**config.mk**
```make
export PLATFORM = sky130hd
export DESIGN_NAME = dataMemory
export DESIGN_NICKNAME = d
export VERILOG_FILES = /design/src/legv8Pkg.sv /design/src/dataMemory.sv
export SDC_FILE = /design/constraint.sdc
export NUM_CORES = 2
export LEC_CHECK = 0
export ABC_AREA = 0
export BUFFER_PORTS_ARGS = -buffer_cell sky130_fd_sc_hd__buf_4
export CELL_PAD_IN_SITES_DETAIL_PLACEMENT = 1
export CELL_PAD_IN_SITES_GLOBAL_PLACEMENT = 1
export CORE_MARGIN = 2
export CORE_UTILIZATION = 53
export CTS_BUF_LIST = sky130_fd_sc_hd__clkbuf_16
export CTS_CLUSTER_SIZE = 14
export DETAILED_ROUTE_END_ITERATION = 7
export PLACE_DENSITY = 0.85
export SLEW_MARGIN = 20
export SYNTH_ARGS = -nofsm -noshare
export SYNTH_HDL_FRONTEND = slang
export SYNTH_SLANG_ARGS = --single-unit
```
**constraint.sdc**
```tcl
create_clock -name clk -period 7.9 [get_ports clk]
set_clock_uncertainty 0.15 [all_clocks]
set_input_delay 1.185 -clock clk [delete_from_list [all_inputs] [get_ports clk]]
set_output_delay 1.185 -clock clk [all_outputs]
set_load 0.1 [all_outputs]
```
**src/legv8Pkg.sv**
```systemverilog
package legv8Pkg;

	localparam int DATA_W = 64;
	localparam int ADDR_W = 64;
	localparam int REG_ADDR_W = 5;
	localparam int INSTR_W = 32;
	localparam int NUM_REGS = 32;
	localparam logic [REG_ADDR_W-1:0] ZERO_REG = 5'd31; // XZR
	localparam int WORD_BYTE_BITS = 3; // 8-byte data words

	// Instruction field positions
	localparam int OP_LSB = 21;
	localparam int OP_W = 11;
	localparam int RD_LSB = 0; // Rd and Rt share bits 4:0
	localparam int RN_LSB = 5;
	localparam int RM_LSB = 16;
	localparam int DADDR_LSB = 12;
	localparam int DADDR_W = 9;
	localparam int IMM_LSB = 10;
	localparam int IMM_W = 12;
	localparam int CB_LSB = 5;
	localparam int CB_W = 19;
	localparam int BR_LSB = 0;
	localparam int BR_W = 26;

	// Full 11-bit opcodes
	localparam logic [10:0] OPC_NOP = 11'b11010101000;
	localparam logic [10:0] OPC_LDUR = 11'b11111000010;
	localparam logic [10:0] OPC_STUR = 11'b11111000000;
	localparam logic [10:0] OPC_ADD = 11'b10001011000;
	localparam logic [10:0] OPC_SUB = 11'b11001011000;
	localparam logic [10:0] OPC_AND = 11'b10001010000;
	localparam logic [10:0] OPC_ORR = 11'b10101010000;
	localparam logic [10:0] OPC_HALT = 11'b11111111111;

	// Prefix opcodes matched on the upper bits only
	localparam logic [9:0] OPC_ADDI = 10'b1001000100;
	localparam logic [7:0] OPC_CBZ = 8'b10110100;
	localparam logic [7:0] OPC_CBNZ = 8'b10110101;
	localparam logic [5:0] OPC_B = 6'b000101;

	typedef enum logic [3:0] {
		opNop, opLdur, opStur, opAdd, opSub, opAnd, opOrr,
		opAddi, opCbz, opCbnz, opB, opHalt, opInvalid
	} opClassT;

	typedef enum logic [1:0] {
		aluMem = 2'b00,
		aluBranch = 2'b01,
		aluRtype = 2'b10
	} aluOpT;

	typedef enum logic [1:0] {
		srcReg = 2'b00,
		srcDaddr = 2'b01, // Signed 9-bit D-type offset
		srcImm = 2'b10 // Zero-extended 12-bit immediate
	} aluSrcT;

	typedef enum logic [2:0] {
		aluAddOp, aluSubOp, aluAndOp, aluOrrOp, aluPassB
	} aluCtrlT;

endpackage

```
**src/dataMemory.sv**
```systemverilog
`timescale 1ns/1ps

module dataMemory #(
	parameter int DMEM_WORDS = 32
) (
	input logic clk,
	input logic rstN,
	input logic [legv8Pkg::DATA_W-1:0] addr,
	input logic writeEn,
	input logic [legv8Pkg::DATA_W-1:0] writeData,
	output logic [legv8Pkg::DATA_W-1:0] readData
);
	import legv8Pkg::*;

	localparam int IDX_W = (DMEM_WORDS > 1) ? $clog2(DMEM_WORDS) : 1;

	logic [DATA_W-1:0] mem [DMEM_WORDS];
	logic [DATA_W-1:0] wordNum;
	logic [IDX_W-1:0] wordIdx;

	assign wordNum = addr >> WORD_BYTE_BITS;
	assign wordIdx = IDX_W'(wordNum % DATA_W'(DMEM_WORDS)); // Wraps around the array

	always_ff @(posedge clk)
	begin
		if (!rstN)
		begin
			for (int i = 0; i < DMEM_WORDS; i++)
				mem[i] <= '0;
		end
		else if (writeEn)
			mem[wordIdx] <= writeData;
	end

	assign readData = mem[wordIdx];

endmodule

```
---- Word-level counts from Yosys, hierarchy flattened ----
Memory sizes are Yosys's and may differ from the RTL's.
Index checks and enable logic that the tools add are counted.
word-level totals
  register bits after elaboration ......... 0
  bits in writable memories ............... 2048
  bits of input ports ..................... 131
  output and inout bits ................... 64
  logic and storage cells ................. 9
  memories kept ........................... 1
memories
  memory  depth  width  rd ports  clocked after memory_dff  write ports  RTL line          source
  mem     32     64     1         0                         32           dataMemory.sv:17  logic [DATA_W-1:0] mem [DMEM_WORDS];
cells by class
  muxes and demuxes ....................... 7
  reductions and logical operators ........ 1
operators by type and width
  operator          number
  $mux 64           1
  $reduce_or 64->1  1
  $mux 1            5
  $mux 5            1

---- Longest topological paths before layout ----
  depth in word-level cells ............... 5
  mapped depth ............................ 8
  depth with buffers taken out ............ 4

---- Worst setup path after synthesis ----
Ideal clock, no wire load.
  kind .................................... in2reg
  from .................................... input rstN
  to ...................................... memory mem[28][0], enable pin
  library setup time ...................... 0.574 ns
  arrival ................................. 6.625 ns
  data required time ...................... 7.176 ns
  setup slack ............................. 0.550 ns
  cell stages on the path ................. 6
  buffers on the path ..................... 3
  path through ............................ buf_2 > nand2_1 > or3_1 > buf_6 > buf_6 > o21ai_0
RTL lines
  what                RTL line          source
  start: declaration  dataMemory.sv:7   input logic rstN,
  end: declaration    dataMemory.sv:17

---- Worst setup path in the final report ----
  from .................................... input addr[5] (netlist bit)
  to ...................................... output readData[29] (netlist bit)
between the ends
  longest elaborated chain between the ends .. 1
ends and longest elaborated chain
  what                RTL line          source
  start: declaration  dataMemory.sv:8   input logic [legv8Pkg::DATA_W-1:0] addr,
  $mem_v2 32x64       --
  end: declaration    dataMemory.sv:11  output logic [legv8Pkg::DATA_W-1:0] readData
Every way passes these cells.

==> flow_metrics.py <==
metrics = {
    "floorplan": {
        "rows": 153,
        "dieHeight_um": 422,
        "pin_count": 195,
        "initial_utilization": 0.532,
        "core_area_um2": 174000,
        "die-area_um2": 178000,
        "die_w_um": 422,
    },
    "cts": {
        "root_buffer": "clkbuf_16",
        "clock_sinks": 2048,
        "cts_buffer_depth": 3,
        "cts_made_buffers": 205,
        "cts_max_level": 4,
        "path_clk_slew_ns": 0.06,
        "postCtsSetupBuffers": 0,
        "ctsResizeCount": 0,
        "cts_tree": "done",
        "holdBufCountCts": 0,
    },
    "synthesis": {
        "syn_inst": 6551,
        "synth-main-ff-cell": "edfxtp_1",
        "ys_warn_count": 0,
        "ys_async_sr_fraction": 0,
        "synth_edf_count": 2048,
        "post_synth_num_cell_types": 34,
        "synth_seq_cells": 2048,
        "syn_area_um2": 92400,
        "syn_avg_cell_area_um2": 14.1,
        "syn-num-nets": 6682,
        "yosysSeqAreaShare": 0.665,
    },
    "critical_path": {
        "critPathArrivalTime_ns": 4.70,
        "worstSetupEndpointType": "primary output",
        "worstPathRequired_ns": 6.57,
        "start_kind": "primary input",
        "criticalPathCategory": "in -> out",
        "cp_max_fo": 51,
    },
    "global_routing": {
        "grt_pass1_wl_mm": 455,
        "overflow": 0,
        "antenna_found_initial": 35,
        "grt_pass1_vias": 63700,
        "track_usage": 0.357,
        "grt_max_degree": 124,
    },
    "final_layout": {
        "final_cell_mix": "and2_1 (2,048), edfxtp_1 (2,048), mux2i_1 (1,024)",
        "largestRegisters": "mem: 2048 flops",
        "final_area_um2": 103000,
        "multi_input_area_um2": 28700,
        "nets": 6541,
        "fillers": 16100,
        "area_growth_pct": 10.9,
        "ff_latch_area_um2": 61500,
        "largest-register": "mem",
        "largest_reg_flops": 2048,
        "final_layout_size_suffix_gt1_frac": 0.0990,
    },
    "placement": {
        "place_area_um2": 95600,
        "io_buffers": 135,
        "hpwl_mm": 167,
        "routabilityCongestion": 0.803,
    },
    "sta": {
        "fin_crit_sh": 0.764,
        "setup_viol": 0,
        "fin_tns_setup_ns": 0,
        "period_needed_ns": 6.03,
        "max_freq_mhz": 166,
        "rsz0062_at_grt": "false",
        "report.final.slew_viol_count": 0,
        "fin_hold_ws_ns": 0.664,
        "hold_viol": 0,
        "worst-slew-pin-transition_ns": 1.25,
        "slew_headroom": 0.168,
    },
    "power": {
        "p_leak_nw": 38.2,
        "cellPowerDensity_nw_per_um2": 242,
        "ir_worst_vdd_mv": 0.266,
        "fin_total_pwr_mw": 24.8,
    },
    "routing": {
        "drcViolationCount": 0,
        "drt_iter0_markers": 9288,
        "wire_per_inst_um": 36.1,
        "ant_nets": 0,
        "vias": 59900,
        "detail_route.first_pass.iterations": 6,
        "wl_mm": 323,
        "avgViaCountPerCell": 6.70,
    },
    "outcome": {
        "status": "complete, no violations",
    },
    "worst_hold_path": {
        "hold_class": "in -> reg",
    },
    "run": {
        "cap_violations": 0,
    },
}
-- cells in the mapped netlist (6+ instances only) --
cell type / count / area [um2]
o22ai_1: 512 / 3200
buf_6: 26 / 293
and2_1: 2048 / 12800
buf_4: 13 / 97.6
buf_2: 148 / 741
nor2_4: 11 / 124
nor4_1: 128 / 801
clkbuf_1: 416 / 1560
nand2_1: 66 / 248
mux2i_1: 1024 / 10200
nor2_2: 11 / 68.8
edfxtp_1: 2048 / 61500
clkbuf_2: 24 / 120
o21ai_0: 28 / 140
nand4bb_1: 6 / 67.6
-- per-layer routing --
| metal | vias up | share of wire | track usage | routed length, um |
|---|---|---|---|---|
| met5 | - | 0.00027 | 0 | 88 |
| met4 | 14 | 0.065 | 0.225 | 20900 |
| met3 | 1272 | 0.12 | 0.0799 | 37800 |
| met2 | 4622 | 0.48 | 0.578 | 154000 |
| met1 | 30400 | 0.34 | 0.435 | 110000 |
| li1 | 23600 | - | - | - |
-- stage by stage --
step	utilization	setup WS (ns)	std cells
5_1_grt	0.590	1.82	8915
2_1_floorplan	-	0.550	6551
3_5_place_dp	0.551	2.05	8523
4_1_cts	0.589	2.02	8906
6_report	0.590	1.87	8942
3_3_place_gp	0.549	2.13	8514
-- final timing paths --
| kind | cells after the start | from | endpoint |
|---|---|---|---|
| worst max-delay path | 7 | addr[5] | readData[29] |
| worst min-delay path | 2 | writeData[60] | mem[29][60] |
-- cell type report --
type / instances / area share
diodes: 31 / 0.000757
clock buffers: 208 / 0.0508
clock inverters: 175 / 0.0139
multi-input cells: 3872 / 0.280
flip-flops and latches: 2048 / 0.600
well taps: 2325 / 0.0284
repair buffers: 283 / 0.0264
-- critical path, cell delays in order --
cell and delay (ns):
buf_4 0.38, nand4b_1 0.22, buf_4 0.82, o22ai_1 0.21
nor4_1 0.96, nand2_1 0.46, buf_4 0.38
-- where the power goes --
group / switching (mW) / internal, mW
combinational: 1.67 / 0.535
clock: 4.43 / 5.41
sequential: 0.211 / 12.5
total: 6.32 / 18.5
-- logic make-up after synthesis --
logic type / count (synthesis) / synth area share
AOI/OAI and AO/OA: 540 / 0.0362
DFF: 2048 / 0.665
buffers and inverters: 631 / 0.0306
and+or+nand+nor: 2308 / 0.157
muxes: 1024 / 0.111
No activity file was read; power rests on OpenSTA's default activity.
