--- config.mk ---
export PLATFORM = sky130hd
export DESIGN_NAME = aluUnit
export DESIGN_NICKNAME = d
export VERILOG_FILES = /design/src/legv8Pkg.sv /design/src/aluUnit.sv
export SDC_FILE = /design/constraint.sdc
export NUM_CORES = 1
export LEC_CHECK = 0
export BUFFER_PORTS_ARGS = -buffer_cell sky130_fd_sc_hd__buf_4
export CORE_MARGIN = 4
export CORE_UTILIZATION = 32
export DETAILED_ROUTE_END_ITERATION = 12
export PLACE_DENSITY = 0.5
export SYNTH_ARGS = -nofsm -noshare
export SYNTH_HDL_FRONTEND = slang
export SYNTH_SLANG_ARGS = --single-unit
--- constraint.sdc ---
create_clock -name vclk -period 20.8
set_clock_uncertainty 0.15 [all_clocks]
set_input_delay 5.2 -clock vclk [all_inputs]
set_output_delay 5.2 -clock vclk [all_outputs]
set_load 0.02 [all_outputs]
--- src/legv8Pkg.sv ---
package legv8Pkg;

	localparam int DATA_W = 64;
	localparam int ADDR_W = 64;
	localparam int REG_ADDR_W = 5;
	localparam int INSTR_W = 32;
	localparam int NUM_REGS = 32;
	localparam logic [REG_ADDR_W-1:0] ZERO_REG = 5'd31; // XZR
	localparam int WORD_BYTE_BITS = 3; // 8-byte data words

	// Instruction field positions
	localparam int OP_LSB = 21;
	localparam int OP_W = 11;
	localparam int RD_LSB = 0; // Rd and Rt share bits 4:0
	localparam int RN_LSB = 5;
	localparam int RM_LSB = 16;
	localparam int DADDR_LSB = 12;
	localparam int DADDR_W = 9;
	localparam int IMM_LSB = 10;
	localparam int IMM_W = 12;
	localparam int CB_LSB = 5;
	localparam int CB_W = 19;
	localparam int BR_LSB = 0;
	localparam int BR_W = 26;

	// Full 11-bit opcodes
	localparam logic [10:0] OPC_NOP = 11'b11010101000;
	localparam logic [10:0] OPC_LDUR = 11'b11111000010;
	localparam logic [10:0] OPC_STUR = 11'b11111000000;
	localparam logic [10:0] OPC_ADD = 11'b10001011000;
	localparam logic [10:0] OPC_SUB = 11'b11001011000;
	localparam logic [10:0] OPC_AND = 11'b10001010000;
	localparam logic [10:0] OPC_ORR = 11'b10101010000;
	localparam logic [10:0] OPC_HALT = 11'b11111111111;

	// Prefix opcodes matched on the upper bits only
	localparam logic [9:0] OPC_ADDI = 10'b1001000100;
	localparam logic [7:0] OPC_CBZ = 8'b10110100;
	localparam logic [7:0] OPC_CBNZ = 8'b10110101;
	localparam logic [5:0] OPC_B = 6'b000101;

	typedef enum logic [3:0] {
		opNop, opLdur, opStur, opAdd, opSub, opAnd, opOrr,
		opAddi, opCbz, opCbnz, opB, opHalt, opInvalid
	} opClassT;

	typedef enum logic [1:0] {
		aluMem = 2'b00,
		aluBranch = 2'b01,
		aluRtype = 2'b10
	} aluOpT;

	typedef enum logic [1:0] {
		srcReg = 2'b00,
		srcDaddr = 2'b01, // Signed 9-bit D-type offset
		srcImm = 2'b10 // Zero-extended 12-bit immediate
	} aluSrcT;

	typedef enum logic [2:0] {
		aluAddOp, aluSubOp, aluAndOp, aluOrrOp, aluPassB
	} aluCtrlT;

endpackage

--- src/aluUnit.sv ---
`timescale 1ns/1ps

module aluUnit (
	input legv8Pkg::aluOpT aluOp,
	input legv8Pkg::opClassT opClass,
	input logic [legv8Pkg::DATA_W-1:0] a,
	input logic [legv8Pkg::DATA_W-1:0] b,
	output logic [legv8Pkg::DATA_W-1:0] result,
	output logic zero
);
	import legv8Pkg::*;

	aluCtrlT aluCtrl;

	// ALU control
	always_comb
	begin
		case (aluOp)
			aluMem: aluCtrl = aluAddOp; // Base plus offset
			aluBranch: aluCtrl = aluPassB;
			aluRtype:
				case (opClass)
					opAdd, opAddi: aluCtrl = aluAddOp;
					opSub: aluCtrl = aluSubOp;
					opAnd: aluCtrl = aluAndOp;
					opOrr: aluCtrl = aluOrrOp;
					default: aluCtrl = aluPassB; // CBZ/CBNZ test Rt
				endcase
			default: aluCtrl = aluAddOp;
		endcase
	end

	always_comb
	begin
		case (aluCtrl)
			aluAddOp: result = a + b;
			aluSubOp: result = a - b;
			aluAndOp: result = a & b;
			aluOrrOp: result = a | b;
			aluPassB: result = b;
			default: result = '0;
		endcase
	end

	assign zero = (result == '0);

endmodule

== Word level (Yosys, flattened, before mapping) ==
Index checks and enable logic that the tools add are counted.

* Flip-flop bits (word level): 0
* Output and inout bits: 65
* Logic and storage cells: 21

* $add $sub $neg: 2
* Equal/unequal tests: 11
* Muxes and demuxes: 3
* Bitwise operators: 2
* Reductions and logical operators: 3

{| class="wikitable"
|+ Operators with widths
! cell !! number
|-
| 64-bit case mux with 5 select lines || 1
|-
| 64-bit adder || 1
|-
| 64-bit AND || 1
|-
| 64-bit zero test || 1
|-
| 64-bit OR || 1
|-
| 64-bit subtractor || 1
|-
| 4-bit by 3-bit equality test with 1-bit output, second input constant || 4
|-
| 3-bit case mux with 4 select lines || 1
|-
| 3-bit by 2-bit equality test with 1-bit output, second input constant || 2
|-
| 3-bit case mux with 2 select lines || 1
|-
| 4-bit by 2-bit equality test with 1-bit output, second input constant || 1
|-
| 3-bit by 1-bit equality test with 1-bit output, second input constant || 1
|-
| 3-bit equality test, second input constant || 1
|-
| 3-bit zero test || 1
|-
| 2-bit by 1-bit equality test with 1-bit output, second input constant || 1
|-
| 2-bit equality test, second input constant || 1
|-
| 2-bit OR reduction || 1
|}

== Logic depth before layout (Yosys ltp) ==
* Depth after elaboration: 7
* Depth in mapped cells: 25
* Depth with buffers taken out: 24

== Worst setup path before layout ==
No wires, ideal clock.

* Path kind: in2out
* Start: input aluOp[0]
* End: output zero
* Arrival time: 10.848 ns
* Data required time: 15.450 ns
* Path slack: 4.602 ns
* Stages: 24
* Buffers on the path: 4
* Cells stage by stage: inv_1 ha_1 nand2b_1 o32ai_1 clkbuf_1 buf_4 buf_6 nor2_1 clkbuf_1 nor2_1 xnor2_1 ha_1 a21oi_1 a32oi_1 a21oi_1 and3b_1 a2111oi_2 nor2_1 xnor2_1 o21ai_1 or4_1 nor4b_4 nand3b_1 nor4_2

* Word-level cells in the longest chain between the ends: 5
* Elaborated cells between the ends (all ways): 10
* Classes of those cells: eq/ne: 6; mux: 2; reduce/logical: 2

{| class="wikitable"
|+ Ends and longest elaborated chain
! what !! line !! source
|-
| start, declared || aluUnit.sv:4 || <nowiki>input legv8Pkg::aluOpT aluOp,</nowiki>
|-
| 2-bit equality test / 2-bit by 1-bit equality test with 1-bit output (equally long branches) || aluUnit.sv:18 || <nowiki>case (aluOp)</nowiki>
|-
| 3-bit case mux with 2 select lines * || aluUnit.sv:18 ||
|-
| 3-bit equality test, or another cell as far along || aluUnit.sv:35 || <nowiki>case (aluCtrl)</nowiki>
|-
| 64-bit case mux with 5 select lines * || aluUnit.sv:35 ||
|-
| via result (one bit) || aluUnit.sv:8 || <nowiki>output logic [legv8Pkg::DATA_W-1:0] result,</nowiki>
|-
| 64-bit zero test * || aluUnit.sv:45 || <nowiki>assign zero = (result == '0);</nowiki>
|-
| end, declared || aluUnit.sv:9 || <nowiki>output logic zero</nowiki>
|}

The timed path passes the listed nets; every way through them passes the cells marked *.

== Final worst setup path ==
* Start: input aluOp[0]
* End: output zero

* Word-level cells in the longest chain between the ends: 5
* Elaborated cells between the ends (all ways): 10
* Classes of those cells: eq/ne: 6; mux: 2; reduce/logical: 2

{| class="wikitable"
|+ Ends and longest elaborated chain
! what !! line
|-
| 2-bit equality test / 2-bit by 1-bit equality test with 1-bit output (equally long branches) || aluUnit.sv:18
|-
| 3-bit case mux with 2 select lines * || aluUnit.sv:18
|-
| 3-bit equality test, or another cell as far along || aluUnit.sv:35
|-
| 64-bit case mux with 5 select lines * || aluUnit.sv:35
|-
| 64-bit zero test * || aluUnit.sv:45
|}

Mark *: on every way between the ends. The rest lies on a longest branch, timed or not.

==> impl_metrics.yaml <==
die:
  die_width_um: 163.2
  ios: 199
  die_area_um2: 26640
  rows: 56
  start_util_pct: 32.65
  design.core.area_um2: 23610
  die_y_um: 163.2
drt:
  dr.pass1.iters: 5
  viasPerCell: 6.054
  routedWlPerCell_um: 21.58
  wl_mm: 34.78
  drcViolationCount: 0
  drt_iter0_markers: 669
  drtAntennaViolNets: 0
  num_vias: 9759
clock_network:
  cts_resized: 0
  cts_setup_buffers: 0
  ctsHoldBuffers: 0
timing:
  hold_viol: 0
  setup_ws_ps: 2940
  slew_violations: 0
  setup_viol: 0
  worst_slew_pin_slew_ps: 919.6
  period_share_pct: 85.87
  max_freq_mhz: 55.99
  slew_headroom_pct: 38.13
  finalSetupTns_ps: 0
  rsz0062_at_grt: "false"
  fin_crit_ps: 17860
power_and_ir_drop:
  powerDensity_nw_per_um2: 41.81
  vdd_drop_max_uv: 26.94
  power_leakage_nw: 3.843
synth:
  synth_area_leaders: "ha_1 (11%), maj3_1 (7.9%), a21oi_1 (6.8%), xor2_1 (6.0%), xnor2_1 (5.9%)"
  ys_types: 89
  synth_top_area_share_pct: 11.04
  synth_fp_nets: 1363
  yosysSeqAreaShare_pct: 0
  syn_area_per_cell_um2: 6.646
  ys.warnings.count: 0
  synth_top_cell_by_area: "ha_1"
  netlist_area_um2: 7710
  synthCells: 1160
setup_path:
  crit_type: "primary input to output port"
  worstPathCellList: "buf_4 > inv_1 > ha_1 > nand2b_1 > o32a_1 > buf_4 > nand2_1 > buf_4 > o21ai_0 > xor2_1 > ha_1 > nand4_1 > a2111oi_0 > a211oi_1 > o211ai_1 > nand2_1 > xnor2_1 > o21ai_0 > or4_1 > nor4_1 > nand3_1 > nand3b_1 > nor4_2 > buf_4"
  cp-start-kind: "primary input"
  crit_slowest_cell: "nor4_1"
  required_ps: 15450
  crit_top_cell: "buf_4"
  cp.buffers_inverters: 5
  cp_max_fo: 38
  arrival_ps: 12510
  cp_top_family: "simple AND/OR/NAND/NOR gates"
  critPathLaunch: "aluOp[0]"
  cp-end-kind: "output port"
  critPathMaxStageDelay_ps: 800
finish:
  nClkBuffers: 0
  syn_to_final_growth_pct: 21.81
  multiInputGateArea_um2: 7307
  register_area_um2: 0
  fin_cells: 1612
  final_cell_mix: "buf_4 (208), a21oi_1 (105), nand2_1 (104), o21ai_0 (90), nor2_1 (73)"
  nFlopsAndLatches: 0
  final_common_cell: "buf_4"
  fin_util_pct: 39.77
  final_nets: 1498
  fill_cells: 2606
  drive_above_1_share_pct: 18.02
  n_antenna_cell: 0
placed_design:
  portBuffers: 199
  place_ws_ps: 3195
  dpl.hpwl_mm: 28.49
  placedCellCount: 1612
  gp_congestion: 0.9138
min_path:
  hp-start: "b[1]"
  min_path_type: "primary input to output port"
global_route:
  track_usage_pct: 24.82
  grt-ovfl-total: 0
  antenna_found_initial: 1
  grt_max_degree: 63
  grt_pass1_wl_mm: 53.99
  grt_pass1_vias: 9549
outcome:
  status: "finished, final reports clean"
run:
  max-cap-violations: 0
[synth_stat cells, types with 23 or more instances]
cell      count
ha_1         68
nor2_1       73
nand3_1      27
xnor2_1      52
nor3_1       32
o21ai_0      90
inv_1        33
a21oi_1     105
a22oi_1      46
nand4_1      37
maj3_1       61
xor2_1       53
o31ai_1      23
clkbuf_1     59
nand2_1     104
[worst paths after layout]
path,end,slack [ps],depth (start not counted)
min,result[1],10660,3
max,zero,2940,24
[routing by layer]
metal / global-route usage, % / part of all wire [%]
met1: 33.88 / 45
met2: 42.00 / 46
met3: 1.817 / 5.5
met4: 7.129 / 3.4
met5: 0 / 0
[power by group]
part           leakage [nW]  internal [W]  switching, W
logic                  3.84      0.000151      0.000242
clock network             0             0             0
registers                 0             0             0
[layout make-up]
type | instances | share of cell area [%]
Tap cell | 319 | 4.250
Multi-Input combinational cell | 1052 | 77.80
Timing Repair Buffer | 208 | 16.63
Inverter | 33 | 1.319
[cell families after synthesis]
kind of cell / after synthesis / share of synthesized area (%)
AO/OA/AOI/OAI: 432 / 36.60
multiplexers: 5 / 0.6654
XOR/XNOR: 105 / 11.93
buffers and inverters: 108 / 5.745
AND/OR/NAND/NOR: 380 / 25.85
adder cells (fa/ha/maj): 130 / 19.21
[stage by stage]
step | power (W) | instance area (um2) | hold slack [ps]
final | 0.0003927 | 9392 | 10660
after global routing | 0.0004247 | 9392 | 10680
after CTS | 0.0003901 | 9392 | 10660
after detailed placement | 0.0003880 | 9392 | 10650
after global placement | 0.0003908 | 9392 | 10670
after floorplan | 0.0002371 | 7710 | 10460
Note: power is estimated with default switching activity, not from simulation.
