File: config.mk
export PLATFORM = sky130hd
export DESIGN_NAME = cpuControl_flat
export DESIGN_NICKNAME = d
export VERILOG_FILES = /design/src/legv8Pkg.sv /design/src/ctrlIf.sv /design/src/cpuControl.sv /design/src/flat_wrapper.sv
export SDC_FILE = /design/constraint.sdc
export NUM_CORES = 1
export LEC_CHECK = 0
export BUFFER_PORTS_ARGS = -buffer_cell sky130_fd_sc_hd__buf_4
export CORE_MARGIN = 2
export CORE_UTILIZATION = 30
export DETAILED_ROUTE_END_ITERATION = 8
export SYNTH_ARGS = -nofsm -noshare
export SYNTH_HDL_FRONTEND = slang
export SYNTH_SLANG_ARGS = --single-unit
export TNS_END_PERCENT = 30
File: constraint.sdc
create_clock -name vclk -period 2.4
set_input_delay 0.12 -clock vclk [all_inputs]
set_output_delay 0.12 -clock vclk [all_outputs]
set_load 0.05 [all_outputs]
File: src/legv8Pkg.sv
package legv8Pkg;

	localparam int DATA_W = 64;
	localparam int ADDR_W = 64;
	localparam int REG_ADDR_W = 5;
	localparam int INSTR_W = 32;
	localparam int NUM_REGS = 32;
	localparam logic [REG_ADDR_W-1:0] ZERO_REG = 5'd31; // XZR
	localparam int WORD_BYTE_BITS = 3; // 8-byte data words

	// Instruction field positions
	localparam int OP_LSB = 21;
	localparam int OP_W = 11;
	localparam int RD_LSB = 0; // Rd and Rt share bits 4:0
	localparam int RN_LSB = 5;
	localparam int RM_LSB = 16;
	localparam int DADDR_LSB = 12;
	localparam int DADDR_W = 9;
	localparam int IMM_LSB = 10;
	localparam int IMM_W = 12;
	localparam int CB_LSB = 5;
	localparam int CB_W = 19;
	localparam int BR_LSB = 0;
	localparam int BR_W = 26;

	// Full 11-bit opcodes
	localparam logic [10:0] OPC_NOP = 11'b11010101000;
	localparam logic [10:0] OPC_LDUR = 11'b11111000010;
	localparam logic [10:0] OPC_STUR = 11'b11111000000;
	localparam logic [10:0] OPC_ADD = 11'b10001011000;
	localparam logic [10:0] OPC_SUB = 11'b11001011000;
	localparam logic [10:0] OPC_AND = 11'b10001010000;
	localparam logic [10:0] OPC_ORR = 11'b10101010000;
	localparam logic [10:0] OPC_HALT = 11'b11111111111;

	// Prefix opcodes matched on the upper bits only
	localparam logic [9:0] OPC_ADDI = 10'b1001000100;
	localparam logic [7:0] OPC_CBZ = 8'b10110100;
	localparam logic [7:0] OPC_CBNZ = 8'b10110101;
	localparam logic [5:0] OPC_B = 6'b000101;

	typedef enum logic [3:0] {
		opNop, opLdur, opStur, opAdd, opSub, opAnd, opOrr,
		opAddi, opCbz, opCbnz, opB, opHalt, opInvalid
	} opClassT;

	typedef enum logic [1:0] {
		aluMem = 2'b00,
		aluBranch = 2'b01,
		aluRtype = 2'b10
	} aluOpT;

	typedef enum logic [1:0] {
		srcReg = 2'b00,
		srcDaddr = 2'b01, // Signed 9-bit D-type offset
		srcImm = 2'b10 // Zero-extended 12-bit immediate
	} aluSrcT;

	typedef enum logic [2:0] {
		aluAddOp, aluSubOp, aluAndOp, aluOrrOp, aluPassB
	} aluCtrlT;

endpackage

File: src/ctrlIf.sv
`timescale 1ns/1ps

interface ctrlIf;
	import legv8Pkg::*;

	logic reg2Loc;
	logic branch;
	logic branchZero;
	logic branchNonZero;
	logic memRead;
	logic memToReg;
	logic memWrite;
	logic regWrite;
	aluOpT aluOp;
	aluSrcT aluSrc;

	modport decoder (output reg2Loc, branch, branchZero, branchNonZero, memRead,
		memToReg, memWrite, regWrite, aluOp, aluSrc);

	modport datapath (input reg2Loc, branch, branchZero, branchNonZero, memRead,
		memToReg, memWrite, regWrite, aluOp, aluSrc);

endinterface

File: src/cpuControl.sv
`timescale 1ns/1ps

module cpuControl (
	input logic [legv8Pkg::OP_W-1:0] instrOp,
	ctrlIf.decoder ctrl,
	output legv8Pkg::opClassT opClass,
	output logic invalidOp
);
	import legv8Pkg::*;

	// Exact opcodes first, then the 10, 8 and 6 bit prefixes
	always_comb
	begin
		case (instrOp)
			OPC_NOP: opClass = opNop;
			OPC_LDUR: opClass = opLdur;
			OPC_STUR: opClass = opStur;
			OPC_ADD: opClass = opAdd;
			OPC_SUB: opClass = opSub;
			OPC_AND: opClass = opAnd;
			OPC_ORR: opClass = opOrr;
			OPC_HALT: opClass = opHalt;
			default:
				case (instrOp[OP_W-1 -: 10])
					OPC_ADDI: opClass = opAddi;
					default:
						case (instrOp[OP_W-1 -: 8])
							OPC_CBZ: opClass = opCbz;
							OPC_CBNZ: opClass = opCbnz;
							default:
								if (instrOp[OP_W-1 -: 6] == OPC_B)
									opClass = opB;
								else
									opClass = opInvalid;
						endcase
				endcase
		endcase
	end

	always_comb
	begin
		ctrl.reg2Loc = 1'b0;
		ctrl.branch = 1'b0;
		ctrl.branchZero = 1'b0;
		ctrl.branchNonZero = 1'b0;
		ctrl.memRead = 1'b0;
		ctrl.memToReg = 1'b0;
		ctrl.memWrite = 1'b0;
		ctrl.regWrite = 1'b0;
		ctrl.aluOp = aluMem;
		ctrl.aluSrc = srcReg;
		case (opClass)
			opLdur:
			begin
				ctrl.memRead = 1'b1;
				ctrl.memToReg = 1'b1;
				ctrl.aluSrc = srcDaddr;
				ctrl.regWrite = 1'b1;
			end
			opStur:
			begin
				ctrl.reg2Loc = 1'b1; // Store data comes from Rt
				ctrl.memWrite = 1'b1;
				ctrl.aluSrc = srcDaddr;
			end
			opAdd, opSub, opAnd, opOrr:
			begin
				ctrl.aluOp = aluRtype;
				ctrl.regWrite = 1'b1;
			end
			opAddi:
			begin
				ctrl.aluOp = aluRtype;
				ctrl.aluSrc = srcImm;
				ctrl.regWrite = 1'b1;
			end
			opCbz, opCbnz:
			begin
				ctrl.reg2Loc = 1'b1; // Test Rt through the ALU
				ctrl.branchZero = (opClass == opCbz);
				ctrl.branchNonZero = (opClass == opCbnz);
				ctrl.aluOp = aluRtype;
			end
			opB:
			begin
				ctrl.branch = 1'b1;
				ctrl.aluOp = aluBranch;
			end
			default: ; // NOP, HALT and unknown opcodes leave all control low
		endcase
	end

	assign invalidOp = (opClass == opInvalid);

endmodule

File: src/flat_wrapper.sv
// flat-port wrapper written by rule: the top's interface ports become plain ports
module cpuControl_flat import legv8Pkg::*;
  (instrOp, opClass, invalidOp, ctrl_reg2Loc, ctrl_branch, ctrl_branchZero, ctrl_branchNonZero, ctrl_memRead, ctrl_memToReg, ctrl_memWrite, ctrl_regWrite, ctrl_aluOp, ctrl_aluSrc);
  ctrlIf ctrl_i ();
  input logic [legv8Pkg::OP_W-1:0] instrOp;
  output legv8Pkg::opClassT opClass;
  output logic invalidOp;
  output wire logic [$bits(ctrl_i.reg2Loc)-1:0] ctrl_reg2Loc;
  output wire logic [$bits(ctrl_i.branch)-1:0] ctrl_branch;
  output wire logic [$bits(ctrl_i.branchZero)-1:0] ctrl_branchZero;
  output wire logic [$bits(ctrl_i.branchNonZero)-1:0] ctrl_branchNonZero;
  output wire logic [$bits(ctrl_i.memRead)-1:0] ctrl_memRead;
  output wire logic [$bits(ctrl_i.memToReg)-1:0] ctrl_memToReg;
  output wire logic [$bits(ctrl_i.memWrite)-1:0] ctrl_memWrite;
  output wire logic [$bits(ctrl_i.regWrite)-1:0] ctrl_regWrite;
  output wire logic [$bits(ctrl_i.aluOp)-1:0] ctrl_aluOp;
  output wire logic [$bits(ctrl_i.aluSrc)-1:0] ctrl_aluSrc;
  assign ctrl_reg2Loc = ctrl_i.reg2Loc;
  assign ctrl_branch = ctrl_i.branch;
  assign ctrl_branchZero = ctrl_i.branchZero;
  assign ctrl_branchNonZero = ctrl_i.branchNonZero;
  assign ctrl_memRead = ctrl_i.memRead;
  assign ctrl_memToReg = ctrl_i.memToReg;
  assign ctrl_memWrite = ctrl_i.memWrite;
  assign ctrl_regWrite = ctrl_i.regWrite;
  assign ctrl_aluOp = ctrl_i.aluOp;
  assign ctrl_aluSrc = ctrl_i.aluSrc;
  cpuControl u_core (.instrOp(instrOp), .ctrl(ctrl_i), .opClass(opClass), .invalidOp(invalidOp));
endmodule
# After elaboration in Yosys (flattened, before gate mapping)
# Index checks and enable logic that the tools add are counted.
# word_totals
ff_bits	0
latchBits	0
mem_bits_rw	0
rom_bits	0
in_bits	11
out_inout_bits	17
elab_cells	41
n_memories	0
# classes
addsub	0
multipliers	0
div	0
magnitude_cmp	0
n_eq_ne	23
shift	0
muxes	13
bitwise_logic	0
n_reduce_logical	5
# ops
operator	count
$eq A11 B11 Y1 const B	8
$pmux W4 S8	1
$eq A4 B3 Y1 const B	4
$eq A4 B4 Y1 const B	4
$eq A8 B8 Y1 const B	2
$eq A10 B10 Y1 const B	1
$eq A4 B2 Y1 const B	2
$pmux W2 S2	2
$pmux W4 S2	1
$mux W1	7
$reduce_or A7 Y1	1
$eq A6 B3 Y1 const B	1
$reduce_or A6 Y1	1
$eq A4 B1 Y1 const B	1
$mux W4	1
$reduce_or A2 Y1	2
$mux W3	1
$reduce_or A3 Y1	1

# Longest topological paths before layout
# Gate-level depths: netlist of the first run.
# depth
ltp_word	8
ltp_mapped	7

# Least setup slack after synthesis of the first run
# Ideal clock, no wire load.
# synth_path
path_kind	input to output
startpoint	input instrOp[4] in the netlist's numbering
endpoint	output ctrl_branchZero
arrival_time_ps	2914
t_required_ps	2280
path_slack_ps	-634
cell_stages	6
n_path_buf	0
path_cell_list	nand4bb_2 > nor2_1 > and4_1 > nor3_1 > inv_1 > nor4_1
# synth_via
elab_chain_cells	7
elab_cells_between_ends	18
classes_between	eq/ne (13); mux (4); reduce/logical (1)
# synth_rtl
element	line_no	source
from (decl)	flat_wrapper.sv:5	input logic [legv8Pkg::OP_W-1:0] instrOp;
$eq A8 B8 Y1	cpuControl.sv:27	case (instrOp[OP_W-1 -: 8])
$pmux W4 S2	cpuControl.sv:27	
$mux W4	cpuControl.sv:24	case (instrOp[OP_W-1 -: 10])
$pmux W4 S8 *	cpuControl.sv:14	case (instrOp)
via opClass[0]	flat_wrapper.sv:6	output legv8Pkg::opClassT opClass;
$eq A4 B4 Y1, on equally long branches	cpuControl.sv:52, cpuControl.sv:80	
$reduce_or A2 Y1	--	
$mux W1 *	cpuControl.sv:52	case (opClass)
to (decl)	flat_wrapper.sv:10	output wire logic [$bits(ctrl_i.branchZero)-1:0] ctrl_branchZero;
# Mark *: on every way through the listed nets, which the timed path passes. The rest lies on a longest branch.

# Worst setup path in the final report of the first run
# layout_path
startpoint	input instrOp[0] in the netlist's numbering
endpoint	output invalidOp
# layout_via
elab_chain_cells	3
elab_cells_between_ends	10
classes_between	eq/ne (9); mux (1)
# layout_rtl
element	line_no	source
$eq A11 B11 Y1	cpuControl.sv:14	
$pmux W4 S8 *	cpuControl.sv:14	
$eq A4 B4 Y1 *	cpuControl.sv:93	assign invalidOp = (opClass == opInvalid);
to (decl)	flat_wrapper.sv:7	output logic invalidOp;
# Every way passes the cells marked *; elsewhere a longest branch is shown, timed or not.

==> results.tsv, run 1 <==
metric	value	unit
power per cell area	92.8	nW/um^2
initial antenna violation count	0	
CP Capture Type	primary output	
Peak supply drop	0.0460	mV
Crit. Startpoint	instrOp[0]	
RD Place Congestion	0.879	
CP Max Fanout	6	
routed vias/inst	6.10	
FF+latch area	0	sq um
clock period minus final worst setup slack	2.08	ns
Worst Slack Setup Final	0.323	ns
fin util	0.453	
largest net degree at the start of global routing	11	
total wire length	1440	um
Chip Height	43.7	um
type of the worst setup path	in2out	
vias in the first global route	581	
Ports	28	
ANT nets after route	0	
Synth Area per Inst	7.26	sq um
top cells by area, synth	nor3b_1 (8.0%), o21ai_1 (5.3%), buf_4 (4.8%), nand4bb_1 (4.8%), nor2_1 (4.8%)	
Remaining DRCs	0	
CTS-repair resized insts	0	
ANT cells	0	
initial detailed-routing violation count	10	
leading area contributor after synthesis	nor3b_1	
total core area	1490	sq um
Yosys Warn Count	0	
num sequential	0	
hold_sp	instrOp[2]	
max-slew violations	0	
Worst EP required	2.28	ns
Startpoint Class	primary input	
crit path DAT	1.96	ns
Final Cycle Share	0.866	
Final setup viols	0	
grt total ovfl	0	
layout cells sized above 1	0.432	
first-pass GRT wire length	2530	um
post-synth top area share	0.0796	
Cells after Synth	65	
CTS Hold Bufs	0	
total global-route track usage	0.162	
post-CTS setup buffers	0	
Tightest Pin Transition	0.387	ns
mapped cell area	472	sq um
via count	634	
DR pass1 iterations	4	
total die area	1910	sq um
Yosys cell types	37	
most frequent cell after synthesis	nor2_1	
maxcap violations	0	
outcome	complete, no violations	
post-DP HPWL	1190	um
Worst Hold Class	in2out	
nets	101	
Layout area overhead	43.0	%
f_max	0.481	GHz
Final Hold Viols	0	
filler instances	144	
row count	14	
initial core utilization	0.317	
slew margin rel.	0.740	
sequential-to-total area share from yosys stat	0	
top post-synthesis cells by count	nor2_1 (6), nor3b_1 (5), o21ai_1 (5)	
dpl ws	0.356	ns
buffers added on ports	28	
Avg WL per Cell	13.9	um
die outline width	43.7	um
RSZ-0062 raised after global routing	false	
# clk buffers	0	
Synth Net Count	76	
Fin Setup TNS	0	ns
Leak	0.296	nW
-- metal layers --
layer  routed length [um]  global-route usage
met1                  637               0.238
met2                  723               0.282
met3                   81                   0
met4                    0                   0
met5                    0                   0
-- critical path, stage by stage --
cell and delay [ns]:
buf_4 0.14, or3_1 0.42, nor3_1 0.33, o211ai_1 0.23, a21boi_1 0.24, nor4b_2 0.24, buf_4 0.24
-- final cells by class --
class | instances | area [sq um] | area share
timing repair buffer | 28 | 210 | 0.312
tap | 16 | 20.0 | 0.0297
inverter | 2 | 7.51 | 0.0111
multi-input combinational | 58 | 437 | 0.647
-- final timing paths --
kind	depth (start not counted)	to
max	7	invalidOp
min	3	ctrl_aluSrc[0]
-- cell usage in the layout, fill, tap and decap left out, types with 2 or more instances in the layout --
cell type	instances
nand4bb_1	2
buf_4	28
nand4_1	3
o21ai_1	5
nand3_1	2
nand2_1	4
inv_1	2
nor2_1	6
nor3b_1	5
nor4_2	2
nor2b_1	2
o211ai_1	2
nor3_1	3
-- where the power goes --
part	leakage (nW)	total (W)	internal, W	switching [W]
combinational	0.296	0.0000626	0.0000264	0.0000362
clock	0	0	0	0
sequential	0	0	0	0
total	0.296	0.0000626	0.0000264	0.0000362
-- metrics by stage --
stage / hold WS [ns] / std cells / power [W] / instance area [sq um]
after CTS: 0.587 / 104 / 0.0000620 / 674
after floorplan: 0.346 / 65 / 0.0000356 / 493
after global placement: 0.588 / 104 / 0.0000627 / 674
final: 0.586 / 104 / 0.0000626 / 674
after global routing: 0.607 / 104 / 0.0000682 / 674
after detailed placement: 0.585 / 104 / 0.0000618 / 674
-- kinds of logic after synthesis --
group                  synth area share
AOI/OAI and AO/OA                 0.257
and+or+nand+nor                   0.623
buffers and inverters             0.119
Power figures use the tool's default switching activity.
==> inputs of run 2 (changes only) <==
- ABC_AREA: not set -> 1
- RECOVER_POWER: not set -> 50
==> results.tsv, run 2 <==
metric	value	unit	change
outcome	complete, no violations		
RSZ-0062 raised after global routing	false		
final non-filler cell total	144		+38%
Final setup viols	0		unchanged
power per cell area	94.3	nW/um^2	+1.6%
Layout area overhead	36.1	%	
Hold Path Cell Cnt	5		+2
Cells after Synth	102		+57%
Post-Synth XOR/XNOR Area	0		unchanged
most frequent cell after synthesis	nand2_1		
num sequential	0		unchanged
Fin Setup TNS	0	ns	unchanged
leading area contributor after synthesis	nand2_1		
logic gate share of total power	1.000		about the same
total global-route track usage	0.137		-0.0244
Final Hold Viols	0		unchanged
Ports	28		unchanged
Remaining DRCs	0		unchanged
critical path, cell by cell	buf_4 > inv_1 > nand2_1 > nor3_1 > inv_1 > nand2_1 > o21ai_1 > nor2_2 > buf_4		
post-CTS setup buffers	0		unchanged
# clk buffers	0		unchanged
CTS-repair resized insts	0		unchanged
vias in the first global route	524		-9.8%
row count	14		unchanged
Pint	0.0000245	W	-7.2%
FF+latch area	0	sq um	unchanged
total wire length	1400	um	-3.1%
post-DP HPWL	1220	um	+1.8%
Yosys Warn Count	0		unchanged
RD Place Congestion	0.793		-9.9%
mapped cell area	517	sq um	+9.5%
Synth Net Count	113		+49%
total core area	1560	sq um	+4.7%
delay of the slowest critical-path stage	0.42	ns	about the same
Finished Cell Area	703	sq um	+4.3%
post-synth top area share	0.196		+0.117
switch share	0.631		+0.0523
WP depth	9		+2
Worst EP required	2.28	ns	about the same
Yosys cell types	18		-51%
ANT cells	0		unchanged
top post-synthesis cells by count	nand2_1 (27), nor2_1 (19), inv_1 (13)		
grt total ovfl	0		unchanged
largest net degree at the start of global routing	7		-4
most frequent cells in the layout	nand2_1 (27), buf_4 (23), nor2_1 (19)		
main combinational cell family by area after synthesis	simple AND/OR/NAND/NOR gates		
CP Capture Type	primary output		
type of the worst setup path	in2out		
top cells by area, synth	nand2_1 (20%), nor2_1 (14%), inv_1 (9.4%), nand3_1 (8.7%), nor2_4 (8.7%)		
sequential-to-total area share from yosys stat	0		unchanged
crit path DAT	1.40	ns	-0.56 ns
placed insts	144		+38%
fraction of the mapped netlist area in simple logic gates	0.835		+0.212
Avg WL per Cell	9.71	um	-30%
via count	675		+6.5%
buffers added on ports	28		unchanged
mux contribution to synthesized area	0		unchanged
total die area	2070	sq um	+8.7%
Synth Area in Adders	0		unchanged
clock period minus final worst setup slack	1.52	ns	-0.557 ns
initial core utilization	0.331		+0.0147
slew margin rel.	0.598		-0.142
Clk pwr share	0		unchanged
die outline width	45.5	um	+4.2%
nets	141		+40%
CP Max Fanout	4		-2
Peak supply drop	0.0533	mV	+16%
DR pass1 iterations	4		unchanged
crit path buf inv count	4		+2
most common cell after layout, fill and taps aside	nand2_1		
Final Cycle Share	0.634		-0.232
first-pass GRT wire length	2240	um	-11%
CP max-delay cell	nor3_1		
initial detailed-routing violation count	16		+6
Placed Area	734	sq um	+8.9%
post-synthesis compound-gate area fraction	0.0194		-0.238
max-slew violations	0		unchanged
Synth Area per Inst	5.07	sq um	-30%
Flop pwr share	0		unchanged
Chip Height	45.5	um	+4.2%
Startpoint Class	primary input		
Leak	0.431	nW	+45%
CTS Hold Bufs	0		unchanged
Worst Hold Class	in2out		
fin util	0.451		-0.00190
ANT nets after route	0		unchanged
f_max	0.658	GHz	+37%
maxcap violations	0		unchanged
Tightest Pin Transition	0.606	ns	+0.219 ns
layout cells sized above 1	0.359		-0.0724
Top Family by Delay on Critical Path	simple AND/OR/NAND/NOR gates		
Psw	0.0000418	W	+15%
routed vias/inst	4.69		-23%
initial antenna violation count	0		unchanged
==> run 2: cell types whose count changed in the layout (fill, tap and decap cells not counted), moves of 3 or more <==
cell / before / now
nand2_1: 4 / 27
nor2_1: 6 / 19
inv_1: 2 / 13
nand3_1: 2 / 9
nand2_2: 0 / 6
nor2_2: 0 / 6
buf_4: 28 / 23
clkbuf_1: 0 / 5
nand3_2: 0 / 4
nor2_4: 0 / 4
nor3b_1: 5 / 1
o21ai_1: 5 / 1
inv_2: 0 / 3
==> run 2: final cells by class <==
class	instances	area, sq um
Multi-Input combinational cell	84	432
Inverter	16	60.1
Tap cell	16	20.0
Fill cell	176	856
Timing Repair Buffer	28	191
==> run 2: path summary, 6_finish.rpt <==
| path | end | from | slack [ns] |
|---|---|---|---|
| setup / recovery | ctrl_branchZero | instrOp[6] | 0.88 |
| hold / removal | ctrl_branch | instrOp[9] | 0.69 |
==> run 2: metal layers <==
| layer | wire length [um] | share of wire | GRT usage | vias up |
|---|---|---|---|---|
| li1 | - | - | - | 368 |
| met1 | 705 | 0.50 | 0.216 | 287 |
| met2 | 611 | 0.44 | 0.217 | 20 |
| met3 | 81 | 0.058 | 0.00397 | 0 |
| met4 | 0 | 0 | 0 | 0 |
| met5 | 0 | 0 | 0 | - |
==> run 2: kinds of logic (layout without fill, tap and decap cells) <==
group,Yosys count,in the layout
AO/OA/AOI/OAI,2,2
AND/OR/NAND/NOR,82,82
buffers and inverters,18,44
==> run 2: metrics by stage <==
stage,hold slack (ns),worst slack [ns],total power [W]
finish,0.688,0.879,0.0000663
global route,0.720,0.684,0.0000735
CTS,0.675,0.901,0.0000680
detailed placement,0.675,0.907,0.0000678
global placement,0.664,0.886,0.0000674
floorplan,0.422,0.101,0.0000394
==> run 2: tightest hold or removal path: cells and delay by family <==
kind          cells  cell delay, ns
buf+inv           3            0.32
simple gates      2            0.13
==> run 2: power by group through the flow <==
stage | registers [W] | logic [W] | clock network, W
floorplan | 0 | 0.0000394 | 0
finish | 0 | 0.0000663 | 0
detailed placement | 0 | 0.0000678 | 0
global placement | 0 | 0.0000674 | 0
global route | 0 | 0.0000735 | 0
CTS | 0 | 0.0000680 | 0
==> inputs of run 3 (changes only) <==
- ABC_AREA: 1 -> 0
- clock period: 2.4 -> 1.3 ns (I/O delays scaled with it)
==> results.tsv, run 3 (synthesized netlist as in run 1, its figures left out) <==
metric	value	unit	change
CP max-delay cell	or3_4		
nets	136		-3.5%
failing checks	setup timing		
row count	14		unchanged
Final Hold Viols	0		unchanged
die outline width	43.7	um	-4.1%
Final Cycle Share	1.30		
Worst EP required	1.24	ns	-1.04 ns
maxcap violations	0		unchanged
buffers added on ports	28		unchanged
total core area	1490	sq um	-4.5%
DR pass1 iterations	2		-2
Leak	0.538	nW	+25%
power per cell area	171	nW/um^2	+82%
ANT nets after route	0		unchanged
dpl ws	-0.530	ns	-1.44 ns
RD Place Congestion	0.865		+9.1%
Remaining DRCs	0		unchanged
# clk buffers	0		unchanged
Finished Cell Area	1150	sq um	+64%
num sequential	0		unchanged
max-slew violations	0		unchanged
clock period minus final worst setup slack	1.70	ns	
initial antenna violation count	0		unchanged
placed insts	134		-6.9%
CP Capture Type	primary output		
Fin Setup TNS	-2.54	ns	-2.54 ns
Startpoint Class	primary input		
type of the worst setup path	in2out		
final non-filler cell total	139		-3.5%
crit path DAT	1.63	ns	+0.23 ns
largest net degree at the start of global routing	10		+3
FF+latch area	0	sq um	unchanged
total die area	1910	sq um	-8.0%
routed vias/inst	5.36		+14%
Worst Slack Setup Final	-0.395	ns	-1.27 ns
outcome	finished with violations		
Placed Area	1000	sq um	+36%
Tightest Pin Transition	0.351	ns	-0.254 ns
total wire length	1920	um	+37%
Chip Height	43.7	um	-4.1%
Power, Total	0.000198	W	+200%
first-pass GRT wire length	3080	um	+38%
Final setup viols	10		+10
via count	745		+10%
ANT cells	0		unchanged
post-DP HPWL	1540	um	+27%
initial detailed-routing violation count	4		-12
most frequent cells in the layout	buf_4 (48), buf_6 (10), nor3b_1 (4), nand2_1 (4)		
delay of the slowest critical-path stage	0.40	ns	-0.02 ns
slew margin rel.	0.766		+0.168
initial core utilization	0.317		-0.0147
vias in the first global route	716		+37%
Ports	28		unchanged
Avg WL per Cell	13.8	um	+42%
grt total ovfl	0		unchanged
RSZ-0062 raised after global routing	true		
Peak supply drop	0.149	mV	+180%
layout cells sized above 1	0.748		+0.389
Layout area overhead	145	%	
total global-route track usage	0.202		+0.0650
most common cell after layout, fill and taps aside	buf_4		
critical path, cell by cell	buf_4 > or3_4 > buf_6 > o211ai_1 > a21boi_2 > buf_4 > nor4_4 > buf_6		
f_max	0.590	GHz	
CP Max Fanout	4		unchanged
Worst Hold Class	in2out		
run 3: changes by cell type in the layout (fill, tap and decap cells not counted), sizes merged, moves of 3 or more:
cell and delta:
nand4bb +3, o21ai +4, clkbuf -3, inv -15
nand3 -11, nor3b +4, buf +38, nand2 -29
nor2 -23
run 3: cell type report:
class / count / area [sq um]
Multi-Input combinational cell: 58 / 594
Timing Repair Buffer: 63 / 518
Fill cell: 128 / 335
Inverter: 2 / 21.3
Tap cell: 16 / 20.0
run 3: per-layer routing:
metal	vias to the layer above	share of wire	track usage
li1	375	-	-
met1	355	0.44	0.263
met2	15	0.54	0.394
met3	0	0.023	0
met4	0	0	0
met5	-	0	0
run 3: worst max-delay path, delay by kind of cell:
family | cells | cell delay (ns)
and+or+nand+nor | 2 | 0.56
buffers and inverters | 4 | 0.60
AOI/OAI and AO/OA | 2 | 0.40
run 3: final timing paths:
path / startpoint / end / depth (start not counted)
setup / recovery: instrOp[0] / ctrl_branchZero / 8
hold / removal: instrOp[3] / ctrl_aluSrc[0] / 3
run 3: power by group:
group	internal, W	leakage (nW)	switching [W]	total, W
Sequential	0	0	0	0
Clock	0	0	0	0
Combinational	0.000103	0.538	0.0000950	0.000198
run 3: repair_timing:
action	4_1_cts	5_1_grt
buffers inserted	3	2
hold endpoints to repair	0	0
pin swaps	12	4
resized for setup	21	9
endpoints found under the setup margin	9	11
hold buffers	0	0
run 3: stage by stage:
| stage | hold slack [ns] | util |
|---|---|---|
| floorplan | 0.198 | - |
| global placement | 0.497 | 0.671 |
| detailed placement | 0.500 | 0.671 |
| CTS | 0.500 | 0.749 |
| global route | 0.553 | 0.775 |
| finish | 0.543 | 0.775 |
